==> src/rtl/uart_pkg.sv <==
// UART shared definitions
// Byte type, bit index type and the state encodings used by the
// transmitter and the receiver
`default_nettype none

package uart_pkg;

    // One byte on the parallel side
    typedef logic [7:0] uart_data_t;

    // Position of a data bit within the frame
    typedef logic [2:0] bit_idx_t;

    // Transmitter FSM
    typedef enum logic [2:0]
    {
        TX_IDLE,   // Line high, waiting for a strobe
        TX_START,  // Driving the start bit
        TX_DATA,   // Eight data bits, LSB first
        TX_PARITY,
        TX_STOP
    } tx_state_t;

    // Receiver FSM
    typedef enum logic [2:0]
    {
        RX_IDLE,   // Waiting for a falling edge
        RX_START,  // Confirming the start bit at mid-bit
        RX_DATA,
        RX_PARITY,
        RX_STOP    // Stop sample, results reported here
    } rx_state_t;

endpackage

`default_nettype wire
==> src/rtl/uart_top.sv <==
// UART top level
// One transmitter and one independent receiver sharing clock and reset.
// Baud rate and parity mode are set here for both sides.
`default_nettype none

module uart_top
    import uart_pkg::*;
#(
    parameter int CLK_FREQ   = 50_000_000,
    parameter int BAUD_RATE  = 9600,
    parameter int PARITY_ODD = 0       // 0 even, 1 odd
)
(
    input  wire        clk,
    input  wire        reset,
    // Transmit side
    input  uart_data_t tx_data,
    input  wire        tx_start,
    output logic       tx,
    output logic       tx_busy,
    // Receive side
    input  wire        rx,
    output uart_data_t rx_data,
    output logic       rx_done,
    output logic       parity_error,
    output logic       framing_error
);

    uart_tx #(
        .CLK_FREQ   (CLK_FREQ),
        .BAUD_RATE  (BAUD_RATE),
        .PARITY_ODD (PARITY_ODD)
    ) i_tx (
        .clk      (clk),
        .reset    (reset),
        .tx_data  (tx_data),
        .tx_start (tx_start),
        .tx       (tx),
        .tx_busy  (tx_busy)
    );

    uart_rx #(
        .CLK_FREQ   (CLK_FREQ),
        .BAUD_RATE  (BAUD_RATE),
        .PARITY_ODD (PARITY_ODD)
    ) i_rx (
        .clk           (clk),
        .reset         (reset),
        .rx            (rx),
        .rx_data       (rx_data),
        .rx_done       (rx_done),
        .parity_error  (parity_error),
        .framing_error (framing_error)
    );

endmodule

`default_nettype wire

==> src/rtl/uart_rx.sv <==
// UART receiver
// Synchronizes the serial line, confirms the start bit at mid-bit and
// samples eight data bits, parity and stop once per bit period.
// Reports the byte with a one-cycle rx_done strobe together with the
// parity and framing results.
`default_nettype none

module uart_rx
    import uart_pkg::*;
#(
    parameter int CLK_FREQ   = 50_000_000,
    parameter int BAUD_RATE  = 9600,
    parameter int PARITY_ODD = 0
)
(
    input  wire        clk,
    input  wire        reset,
    input  wire        rx,
    output uart_data_t rx_data,
    output logic       rx_done,
    output logic       parity_error,
    output logic       framing_error
);

    localparam int CLKS_PER_BIT = CLK_FREQ / BAUD_RATE;
    localparam int HALF_BIT     = CLKS_PER_BIT / 2;
    localparam int CNT_W        = $clog2(CLKS_PER_BIT + 1);
    localparam bit ODD          = (PARITY_ODD != 0);

    localparam logic [CNT_W-1:0] LAST_CNT = CNT_W'(CLKS_PER_BIT - 1);
    localparam logic [CNT_W-1:0] HALF_CNT = CNT_W'(HALF_BIT - 1);

    rx_state_t        state;
    logic [CNT_W-1:0] clk_cnt;
    bit_idx_t         bit_idx;
    uart_data_t       shift_reg;
    logic             par_acc;    // Running XOR of data and parity bits
    logic             rx_meta;
    logic             rx_sync;
    logic             rx_last;    // Previous synchronized value, for edge detect
    logic             sample;
    logic             fall_edge;

    // Two-flop synchronizer plus one stage for edge detection
    always_ff @(posedge clk or posedge reset)
    begin
        if (reset)
        begin
            rx_meta <= 1'b1;
            rx_sync <= 1'b1;
            rx_last <= 1'b1;
        end
        else
        begin
            rx_meta <= rx;
            rx_sync <= rx_meta;
            rx_last <= rx_sync;
        end
    end

    // A start needs the line to have been high first, so a low stop bit
    // cannot retrigger the receiver
    assign fall_edge = rx_last & ~rx_sync;

    // Half a bit in START, a full bit everywhere else
    assign sample = (state == RX_START) ? (clk_cnt == HALF_CNT) : (clk_cnt == LAST_CNT);

    always_ff @(posedge clk or posedge reset)
    begin
        if (reset)
        begin
            clk_cnt <= '0;
        end
        else if (state == RX_IDLE || sample)
        begin
            clk_cnt <= '0;
        end
        else
        begin
            clk_cnt <= clk_cnt + 1'b1;
        end
    end

    // LSB arrives first, so shift in from the top
    always_ff @(posedge clk)
    begin
        if (state == RX_DATA && sample)
        begin
            shift_reg <= {rx_sync, shift_reg[7:1]};
        end
    end

    always_ff @(posedge clk or posedge reset)
    begin
        if (reset)
        begin
            state         <= RX_IDLE;
            bit_idx       <= '0;
            par_acc       <= 1'b0;
            rx_data       <= '0;
            rx_done       <= 1'b0;
            parity_error  <= 1'b0;
            framing_error <= 1'b0;
        end
        else
        begin
            rx_done       <= 1'b0;  // Strobes by default
            parity_error  <= 1'b0;
            framing_error <= 1'b0;
            unique case (state)
                RX_IDLE:
                begin
                    if (fall_edge)
                    begin
                        state <= RX_START;
                    end
                end
                RX_START:
                begin
                    if (sample)
                    begin
                        // Line back high means a glitch, not a start bit
                        state   <= rx_sync ? RX_IDLE : RX_DATA;
                        bit_idx <= '0;
                        par_acc <= 1'b0;
                    end
                end
                RX_DATA:
                begin
                    if (sample)
                    begin
                        par_acc <= par_acc ^ rx_sync;
                        bit_idx <= bit_idx + 3'd1;
                        if (bit_idx == 3'd7)
                        begin
                            state <= RX_PARITY;
                        end
                    end
                end
                RX_PARITY:
                begin
                    if (sample)
                    begin
                        par_acc <= par_acc ^ rx_sync;
                        state   <= RX_STOP;
                    end
                end
                RX_STOP:
                begin
                    if (sample)
                    begin
                        rx_data       <= shift_reg;
                        rx_done       <= 1'b1;
                        parity_error  <= (par_acc != ODD);
                        framing_error <= ~rx_sync;
                        state         <= RX_IDLE;
                    end
                end
                default:
                begin
                    state <= RX_IDLE;
                end
            endcase
        end
    end

endmodule

`default_nettype wire

==> src/rtl/uart_tx.sv <==
// UART transmitter
// Latches a byte on a single-cycle strobe and sends start, eight data
// bits LSB first, parity and stop. Strobes during a frame are dropped.
`default_nettype none

module uart_tx
    import uart_pkg::*;
#(
    parameter int CLK_FREQ   = 50_000_000,
    parameter int BAUD_RATE  = 9600,
    parameter int PARITY_ODD = 0
)
(
    input  wire        clk,
    input  wire        reset,
    input  uart_data_t tx_data,
    input  wire        tx_start,
    output logic       tx,
    output logic       tx_busy
);

    localparam int CLKS_PER_BIT = CLK_FREQ / BAUD_RATE;
    localparam int CNT_W        = $clog2(CLKS_PER_BIT + 1);
    localparam bit ODD          = (PARITY_ODD != 0);

    localparam logic [CNT_W-1:0] LAST_CNT = CNT_W'(CLKS_PER_BIT - 1);

    tx_state_t        state;
    logic [CNT_W-1:0] clk_cnt;
    bit_idx_t         bit_idx;
    bit_idx_t         next_idx;
    uart_data_t       data_reg;    // Byte of the frame in flight
    logic             parity_bit;
    logic             bit_end;
    logic             accept;

    assign accept     = (state == TX_IDLE) && tx_start;
    assign bit_end    = (clk_cnt == LAST_CNT);
    assign next_idx   = bit_idx + 3'd1;
    assign parity_bit = (^data_reg) ^ ODD;

    always_ff @(posedge clk)
    begin
        if (accept)
        begin
            data_reg <= tx_data;
        end
    end

    // Bit period counter, restarts on every bit boundary
    always_ff @(posedge clk or posedge reset)
    begin
        if (reset)
        begin
            clk_cnt <= '0;
        end
        else if (state == TX_IDLE || bit_end)
        begin
            clk_cnt <= '0;
        end
        else
        begin
            clk_cnt <= clk_cnt + 1'b1;
        end
    end

    always_ff @(posedge clk or posedge reset)
    begin
        if (reset)
        begin
            state   <= TX_IDLE;
            bit_idx <= '0;
            tx      <= 1'b1;
            tx_busy <= 1'b0;
        end
        else
        begin
            unique case (state)
                TX_IDLE:
                begin
                    if (tx_start)
                    begin
                        state   <= TX_START;
                        tx      <= 1'b0;  // Start bit
                        tx_busy <= 1'b1;
                    end
                end
                TX_START:
                begin
                    if (bit_end)
                    begin
                        state   <= TX_DATA;
                        bit_idx <= '0;
                        tx      <= data_reg[0];
                    end
                end
                TX_DATA:
                begin
                    if (bit_end)
                    begin
                        if (bit_idx == 3'd7)
                        begin
                            state <= TX_PARITY;
                            tx    <= parity_bit;
                        end
                        else
                        begin
                            bit_idx <= next_idx;
                            tx      <= data_reg[next_idx];
                        end
                    end
                end
                TX_PARITY:
                begin
                    if (bit_end)
                    begin
                        state <= TX_STOP;
                        tx    <= 1'b1;
                    end
                end
                TX_STOP:
                begin
                    if (bit_end)
                    begin
                        state   <= TX_IDLE;
                        tx_busy <= 1'b0;  // Line stays high
                    end
                end
                default:
                begin
                    state   <= TX_IDLE;
                    tx      <= 1'b1;
                    tx_busy <= 1'b0;
                end
            endcase
        end
    end

endmodule

`default_nettype wire

==> config.mk <==
export PLATFORM = sky130hd
export DESIGN_NAME = uart_top
export DESIGN_NICKNAME = d
export VERILOG_FILES = /design/src/rtl/uart_pkg.sv /design/src/rtl/uart_top.sv /design/src/rtl/uart_rx.sv /design/src/rtl/uart_tx.sv
export SDC_FILE = /design/constraint.sdc
export NUM_CORES = 1
export LEC_CHECK = 0
export ABC_AREA = 1
export BUFFER_PORTS_ARGS = -buffer_cell sky130_fd_sc_hd__buf_2
export CELL_PAD_IN_SITES_DETAIL_PLACEMENT = 0
export CELL_PAD_IN_SITES_GLOBAL_PLACEMENT = 2
export CORE_MARGIN = 4
export CORE_UTILIZATION = 40
export DETAILED_ROUTE_END_ITERATION = 7
export GPL_TIMING_DRIVEN = 0
export HOLD_SLACK_MARGIN = 0.15
export PLACE_DENSITY = 0.95
export SYNTH_ARGS = -nofsm -noshare
export SYNTH_HDL_FRONTEND = slang
export SYNTH_SLANG_ARGS = --single-unit
==> constraint.sdc <==
create_clock -name clk -period 2.74 [get_ports clk]
set_input_delay 0.137 -clock clk [delete_from_list [all_inputs] [get_ports clk]]
set_output_delay 0.137 -clock clk [all_outputs]
set_load 0.005 [all_outputs]
# Word-level counts from Yosys, hierarchy flattened
# Cells that the tools add are included.
# op_classes
n_mux	43
n_reduce_logical	20
n_lt_le_gt_ge	1
n_addsub	4
n_eq_ne	27
n_bitwise	5
# op_table
op	n
two-way mux 3 bit	15
case mux 3 bit (5 select lines)	2
adder 13 x 1 -> 13 bit (second input constant)	2
equality test 13 bit (second input constant)	2
two-way mux 13 bit	2
!= test 2 x 1 -> 1 bit (second input constant)	11
two-way mux 1 bit	17
equality test 13 x 12 -> 1 bit (second input constant)	1
equality test 3 x 2 -> 1 bit (second input constant)	4
equality test 3 bit (second input constant)	4
case mux 3 bit (2 select lines)	2
AND reduction 6 bit	2
AND reduction 3 bit	3
XOR reduction 8 bit	1
adder 3 x 1 -> 3 bit (second input constant)	2
equality test 3 x 1 -> 1 bit (second input constant)	2
zero test 3 bit	2
!= test 2 bit (second input constant)	3
nonzero test 2 bit	3
case mux 1 bit (5 select lines)	1
AND reduction 5 bit	1
< comparator 3 x 4 -> 1 bit (second input constant)	1
AND reduction 4 bit	1
binary-select mux 1 bit (select 3 bit)	1
other kinds (11)	15
# word_totals
wordCells	118
regBits	71
out_inout_bits	13

# Longest topological paths before layout
# Gate-level depths: netlist of the first run.
# depth
word_depth	6
depth_mapped	10

# Cells and area by module
# Synthesis of the first run repeated with hierarchy kept, for this count alone.
# hier_totals
hier_cells	426
area_unflattened_um2	3584.7
# by_module_without_submodules
module	seq_area_each_um2	cells_each	area_each_um2	instances
uart_rx	1094.8	211	1901.8	1
uart_tx	767.0	215	1682.9	1

# Worst setup path after synthesis of the first run
# OpenSTA, ideal clock, no wires.
# synth_path
path_kind	reg-to-reg
from	register i_rx.clk_cnt[0]
to	register i_rx.shift_reg[0] (enable)
path_slack_ps	1102
synth_period_minus_slack_ps	1638
required_time_ps	2388
setup_ps	352
arrival_ps	1287
path_stages_with_launch	6
path_cell_list	dfrtp_1 > ha_1 > nand4_1 > a21oi_4 > nand3_2 > nor2_2
# synth_between
elab_chain_len	3
elab_cells_between_ends	4
classes_between	eq/ne (2); mux (1); reduce/logical (1)
# synth_lines
element	line	text
start, declared	uart_rx.sv:34	logic [CNT_W-1:0] clk_cnt;
start signal, assigned	uart_rx.sv:80	clk_cnt <= clk_cnt + 1'b1;
equality test 13 bit or equality test 13 x 12 -> 1 bit (tied branches)	uart_rx.sv:66	assign sample = (state == RX_START) ? (clk_cnt == HALF_CNT) : (clk_cnt == LAST_CNT);
two-way mux 1 bit *	uart_rx.sv:66	
logical AND 1 bit *	uart_rx.sv:87	if (state == RX_DATA && sample)
end signal, assigned	uart_rx.sv:89	shift_reg <= {rx_sync, shift_reg[7:1]};
end, declared	uart_rx.sv:36	uart_data_t shift_reg;
# Every way passes the cells marked *; elsewhere a longest branch is shown, timed or not.
# A chain may end at the register's enable or synchronous reset.

# Worst setup path in the final report of the first run
# layout_path
from	register i_rx.clk_cnt[0]
to	register i_rx.shift_reg[4] (enable)
# The elaborated chain is that of the path after synthesis.

==> results of run 1 <==
-- how the worst max path moves through the flow --
stage                                         start                          end  slack, ps  cells past startpoint
final                     i_rx.clk_cnt[0]$_DFF_PP0_  i_rx.shift_reg[4]$_DFFE_PP_        860                      5
after global routing      i_tx.state[0]$_DFFE_PP0P_   i_tx.data_reg[0]$_DFFE_PP_        690                      5
after CTS                 i_rx.clk_cnt[0]$_DFF_PP0_  i_rx.shift_reg[3]$_DFFE_PP_        850                      5
after detailed placement  i_rx.clk_cnt[0]$_DFF_PP0_  i_rx.shift_reg[0]$_DFFE_PP_        840                      5
after global placement                        reset  i_rx.rx_data[7]$_DFFE_PP0P_        540                      2
after floorplan           i_rx.clk_cnt[0]$_DFF_PP0_  i_rx.shift_reg[0]$_DFFE_PP_       1100                      5
-- per-layer routing --
layer | global-route usage (%) | wire length [microns] | vias to the layer above
met4 | 5.01 | 44 | 0
met1 | 19.3 | 3190 | 1259
met2 | 22.7 | 2990 | 34
li1 | - | - | 1397
met5 | 0 | 0 | -
met3 | 3.58 | 202 | 2
-- power groups by stage --
stage / combinational, mW / clock [mW] / sequential, mW
floorplan: 0.283 / 0 / 1.18
global placement: 0.347 / 0 / 1.18
detailed placement: 0.353 / 0 / 1.18
CTS: 0.368 / 0.878 / 1.16
global route: 0.421 / 0.926 / 1.17
finish: 0.363 / 0.850 / 1.16
-- cell type report --
type / instances / area (sq um) / area share (%)
buffer: 3 / 22.5 / 0.554
clock buffer: 10 / 138 / 3.39
clock inverter: 6 / 67.6 / 1.66
inverter: 58 / 221 / 5.45
multi-input combinational: 274 / 1370 / 33.7
sequential: 71 / 1860 / 45.8
tap: 105 / 131 / 3.23
timing repair buffer: 36 / 250 / 6.16
-- kinds of logic (layout without fill, tap and decap cells) --
group / Yosys count / count (layout) / synth area share [%]
and+or+nand+nor: 223 / 223 / 29.5
adders and majority gates: 6 / 6 / 2.16
xor gates and xnor gates: 5 / 5 / 1.26
DFF: 71 / 71 / 53.5
buffers and inverters: 61 / 113 / 7.02
AOI/OAI and AO/OA: 40 / 40 / 6.48
-- cell usage in the layout, fill, tap and decap left out, types with 2 or more instances in the layout --
| cell type | instances |
|---|---|
| o21ai_0 | 17 |
| dfrtp_1 | 51 |
| nand4_1 | 5 |
| o21bai_1 | 2 |
| inv_1 | 55 |
| nor3_1 | 8 |
| ha_1 | 6 |
| nor2_1 | 33 |
| nor3_2 | 4 |
| a21oi_1 | 12 |
| clkinvlp_4 | 2 |
| clkbuf_8 | 10 |
| dfstp_2 | 4 |
| nand3b_1 | 2 |
| clkinv_2 | 2 |
| nand2_2 | 4 |
| dlygate4sd3_1 | 11 |
| nor3b_1 | 2 |
| nand3_1 | 21 |
| nor4_1 | 3 |
| o21ai_1 | 3 |
| buf_2 | 24 |
| a31oi_1 | 3 |
| nand3_4 | 2 |
| nor2_2 | 6 |
| edfxtp_1 | 16 |
| nand2_1 | 127 |
| nand3_2 | 3 |
| xor2_1 | 4 |
-- worst max-delay path, cell delays in order, from the launching register on --
cell     delay [ps]
dfrtp_1         370
ha_1            240
nand4_1         170
a21oi_4         170
nand3_2         140
nor2_2          430
-- stage by stage --
step / cell area, sq um / power (mW) / instances
finish: 4060 / 2.37 / 563
global route: 4060 / 2.52 / 563
CTS: 4060 / 2.41 / 563
detailed placement: 3750 / 1.54 / 536
global placement: 3730 / 1.53 / 535
floorplan: 3480 / 1.46 / 406
==> impl_metrics.toml, run 1 <==
[run]
drv_cap = 0

[pwr]
power.share.sequential_pct = 48.9
p_clk_share_pct = 35.8
swShare_pct = 28.5
leakage_nw = 1.94
power_per_cell_area_nw_per_um2 = 584
peakVddDrop_uv = 411
switchingPower_uw = 677
comb_power_share_pct = 15.3
p_int_mw = 1.70

[global_route]
grt_util_all_layers_pct = 14.4
grt_overflow = 0
antenna_found_initial = 0
grt_pass1_vias = 2661
grt_pass1_wl_microns = 11800
grt_max_degree = 29

[clocking]
cts_buffer_depth = 2
cts_setup_buffers = 0
insertion_delay_ps = 340
clk_transition_reported_paths_ps = 80
cts_tree = "built"
cts_resized = 0
hold_buffers = 11
cts_sinks = 71
cts_buffers = 9
cts-root-buf = "clkbuf_8"
h-tree-depth = 3

[critical_path]
critPathLaunchType = "flop"
cp_max_fo = 11
crit_arrival_ps = 1860
reg2regPathDepth = 5
r2r-end = "i_rx.shift_reg[4]$_DFFE_PP_"
r2r_start = "i_rx.clk_cnt[0]$_DFF_PP0_"
crit_required_ps = 2720
end_kind = "flop"
critPathKind = "flop to flop"
regToRegSetupSlack_ps = 860

[timing]
hold_slack_ps = 357
hold_viol = 0
tightest_slew_ps = 686
finClkSkew_ps = 11.3
setup_ws_ps = 863
post-route-period-util_pct = 68.5
tns_ps = 0
fmax_mhz = 533
period_needed_ps = 1880
maxSlewHeadroom_pct = 54.1
rsz0062_at_grt = "false"
setup_viol = 0
drv_slew = 0

[drt]
drt_iter0_drc = 111
drc = 0
routed_wirelength_microns = 6420
routed_via_density = 4.78
vias = 2692
drt_first_pass_iters = 4
ant_nets = 0
avgRoutedWirePerCell_microns = 11.4

[placed_design]
gp_congestion = 0.809
dp_hpwl_microns = 4690
dp_slack_ps = 843
port_buffers = 24

[finish]
diodes = 0
drive_above_1_share_pct = 15.9
layout.nets = 471
fin_util_pct = 48.7
fillCellCount = 792
syn_to_final_growth_pct = 16.9
top_regs = "i_rx.clk_cnt (13), i_tx.clk_cnt (13)"

[synthesis]
synth_nets = 424
synth_ff_type = "dfrtp_1"
synth_area_leaders = "dfrtp_1 37%, edfxtp_1 14%, nand2_1 14%"
ys_async_sr_fraction_pct = 77.5
yosysWarnings = 0
synth_top_area_share_pct = 36.7
ys_seq_elements = 71
syn_area_sq_um = 3480
synth_area_leader_cell = "dfrtp_1"
ys_types = 36
synth_seq_area_share_pct = 53.5
synthTopCellsByCount = "127 x nand2_1, 56 x inv_1, 51 x dfrtp_1"
avgSynthCellArea_sq_um = 8.56
synth_cells = 406
synth.most_common_cell = "nand2_1"
synth_edf_count = 16

[floorplan]
fp.coreArea_sq_um = 8340
die_area_sq_um = 10200
num_rows = 33
start_util_pct = 41.7
pin_count = 25
fp.dieW_microns = 101
die_h_microns = 101

[status]
status = "completed"

[min_path]
min-delay-start = "i_rx.rx_meta$_DFF_PP1_"
hold-path-cell-count = 0
min_path_type = "flop to flop"
holdPathEnd = "i_rx.rx_sync$_DFF_PP1_"
Note: power is estimated with default switching activity, not from simulation.
==> run 2: changes to the inputs <==
--- a/config.mk
+++ b/config.mk
@@ -5,16 +5,16 @@
 export SDC_FILE = /design/constraint.sdc
 export NUM_CORES = 1
 export LEC_CHECK = 0
-export ABC_AREA = 1
+export ABC_AREA = 0
 export BUFFER_PORTS_ARGS = -buffer_cell sky130_fd_sc_hd__buf_2
 export CELL_PAD_IN_SITES_DETAIL_PLACEMENT = 0
 export CELL_PAD_IN_SITES_GLOBAL_PLACEMENT = 2
 export CORE_MARGIN = 4
-export CORE_UTILIZATION = 40
+export CORE_UTILIZATION = 36
 export DETAILED_ROUTE_END_ITERATION = 7
 export GPL_TIMING_DRIVEN = 0
 export HOLD_SLACK_MARGIN = 0.15
-export PLACE_DENSITY = 0.95
+export PLACE_DENSITY = 0.87
 export SYNTH_ARGS = -nofsm -noshare
 export SYNTH_HDL_FRONTEND = slang
 export SYNTH_SLANG_ARGS = --single-unit
==> constraint.sdc (replaced) <==
create_clock -name clk -period 1.7 [get_ports clk]
set_input_delay 0.085 -clock clk [delete_from_list [all_inputs] [get_ports clk]]
set_output_delay 0.085 -clock clk [all_outputs]
set_load 0.005 [all_outputs]
==> run 2 against run 1 <==
Compared with the run above: the flow now finishes with violations (negative setup slack); register-to-register slack worse by 1100 ps; flip-flop and latch count is the same; setup slack worse by 1100 ps; clock skew down 1.8 ps; worst hold slack lost 79 ps; critical path type unchanged; synthesized cell count shrank 29%; first-iteration DRC count fell by 22%; via count decreased by 13%; clock-buffer cell count unchanged; highest routed layer unchanged; sequential share of layout area shrank 3.6 points; cell count fell by 16%; power rose by 63%.
==> impl_metrics.toml, run 2 <==
[critical_path]
crit_arrival_ps = 2190
crit_required_ps = 1920
reg2regPathDepth = 6
critPathLaunchType = "flop"
regToRegSetupSlack_ps = -260
critPathKind = "flop to flop"
end_kind = "flop"
cp_max_fo = 5

[timing]
fmax_mhz = 510
maxSlewHeadroom_pct = 68.7
setup_viol = 41
finClkSkew_ps = 9.43
post-route-period-util_pct = 115
setup_ws_ps = -262
hold_viol = 0
drv_slew = 0
period_needed_ps = 1960
rsz0062_at_grt = "true"
tightest_slew_ps = 470

[pwr]
peakVddDrop_uv = 641
leakage_nw = 1.88
power_per_cell_area_nw_per_um2 = 873
power_mw = 3.86

[min_path]
min_path_type = "primary input to asynchronous set/reset pin"

[drt]
avgRoutedWirePerCell_microns = 13.9
routed_wirelength_microns = 6600
ant_nets = 0
vias = 2334
drt_first_pass_iters = 4
drc = 0
routed_via_density = 4.91
drt_iter0_drc = 87

[clocking]
insertion_delay_ps = 340
clk_transition_reported_paths_ps = 80
h-tree-depth = 3
cts_sinks = 71
cts_tree = "built"
cts_buffer_depth = 2
cts_buffers = 9
cts-root-buf = "clkbuf_8"

[status]
violations = "negative setup slack"
status = "finished, violations left"

[synthesis]
yosysWarnings = 0
avgSynthCellArea_sq_um = 11.3
synthTopCellsByCount = "51 x dfrtp_1, 39 x nor2_1, 24 x nand2_1"
ys_async_sr_fraction_pct = 77.5
synth_seq_area_share_pct = 57.5
synth_area_leaders = "dfrtp_1 39%, edfxtp_1 15%, nor2_1 4.5%"
synth_nets = 305
synth.most_common_cell = "dfrtp_1"
synth_top_area_share_pct = 39.4
synth_edf_count = 16
syn_area_sq_um = 3240
synth_cells = 287
synth_ff_type = "dfrtp_1"
ys_seq_elements = 71
ys_types = 47
synth_area_leader_cell = "dfrtp_1"

[floorplan]
die_h_microns = 103
start_util_pct = 37.1
num_rows = 34
fp.coreArea_sq_um = 8720
pin_count = 25
fp.dieW_microns = 103
die_area_sq_um = 10600

[finish]
multi_input_area_sq_um = 1560
final_cell_area_sq_um = 4420
fillCellCount = 767
mostFrequentLayoutCells = "48 x dfrtp_1, 30 x nor2_1, 25 x buf_2, 20 x nand2_1"
final_common_cell = "dfrtp_1"
drive_above_1_share_pct = 36.5
register_area_sq_um = 1870
diodes = 0
top_regs = "i_rx.clk_cnt (13), i_tx.clk_cnt (13)"
fin_util_pct = 50.7
fin_cells = 475
syn_to_final_growth_pct = 36.5
layout.nets = 380

[placed_design]
gp_congestion = 0.782
place_inst = 420
dp_hpwl_microns = 4090
port_buffers = 24
dpl_cell_area_sq_um = 3590

[global_route]
grt_max_degree = 40
antenna_found_initial = 0
grt_pass1_vias = 2411
grt_pass1_wl_microns = 11300
grt_util_all_layers_pct = 13.8
grt_overflow = 0

[run]
drv_cap = 0
==> run 2: stage by stage <==
stage / TNS (ps) / setup WS [ps] / hold WS [ps]
6_report: -7630 / -262 / 279
5_1_grt: -10970 / -347 / 319
4_1_cts: -5610 / -258 / 266
3_5_place_dp: -18220 / -583 / 97.0
3_3_place_gp: -40090 / -517 / 193
2_1_floorplan: -4160 / -267 / 89.5
==> run 2: metal layers <==
layer  routed length, microns  vias up  track usage [%]
li1                         -     1154                -
met1                     2880     1141             16.1
met2                     3430       28             24.3
met3                      204       11             3.92
met4                       93        0             4.78
met5                        0        -                0
==> run 2: report_power, final <==
part / switching (mW) / internal [mW] / total (mW)
clock: 0.621 / 0.821 / 1.44
combinational: 0.231 / 0.253 / 0.484
sequential: 0.0999 / 1.84 / 1.94
==> run 2: area by class of cell <==
cell class	instances	share of cell area, %
multi-input combinational	199	35.2
inverter	7	0.594
clock inverter	6	1.92
sequential	71	42.2
tap	108	3.06
timing repair buffer	65	12.6
buffer	9	1.64
clock buffer	10	2.89
==> run 2: path summary, 6_finish.rpt <==
kind,start,endpoint
max reg2reg,i_rx.clk_cnt[5]$_DFF_PP0_,i_rx.rx_data[2]$_DFFE_PP0P_
max,i_rx.clk_cnt[5]$_DFF_PP0_,i_rx.rx_data[2]$_DFFE_PP0P_
min,reset,i_tx.bit_idx[0]$_DFFE_PP0P_
max in group asynchronous,reset,i_rx.rx_last$_DFF_PP1_
min reg2reg,i_rx.rx_meta$_DFF_PP1_,i_rx.rx_sync$_DFF_PP1_
min in group clk,i_rx.rx_meta$_DFF_PP1_,i_rx.rx_sync$_DFF_PP1_
==> run 2: cells by family (layout without fill, tap and decap cells) <==
logic type	count (synthesis)	after routing	synth area share, %
AND/OR/NAND/NOR	119	119	18.7
flip-flops	71	71	57.5
AO/OA/AOI/OAI	32	32	7.07
XOR/XNOR	31	31	8.38
buffers and inverters	17	97	2.32
multiplexers	11	11	3.71
adder cells (fa/ha/maj)	6	6	2.32
==> run 2: worst max-delay path: stages (launching register included) <==
cell	delay [ps]
dfrtp_1	390
nand4bb_1	190
or3_4	400
a21oi_4	170
and3_4	260
buf_8	140
mux2_4	300
==> run 2: repair_timing <==
action,in CTS,in global routing
hold endpoints to repair,63,0
cloned,1,1
gates resized for setup,28,35
setup endpoints to repair,63,62
pin swaps,7,10
hold buffers,11,0
setup buffers,17,12
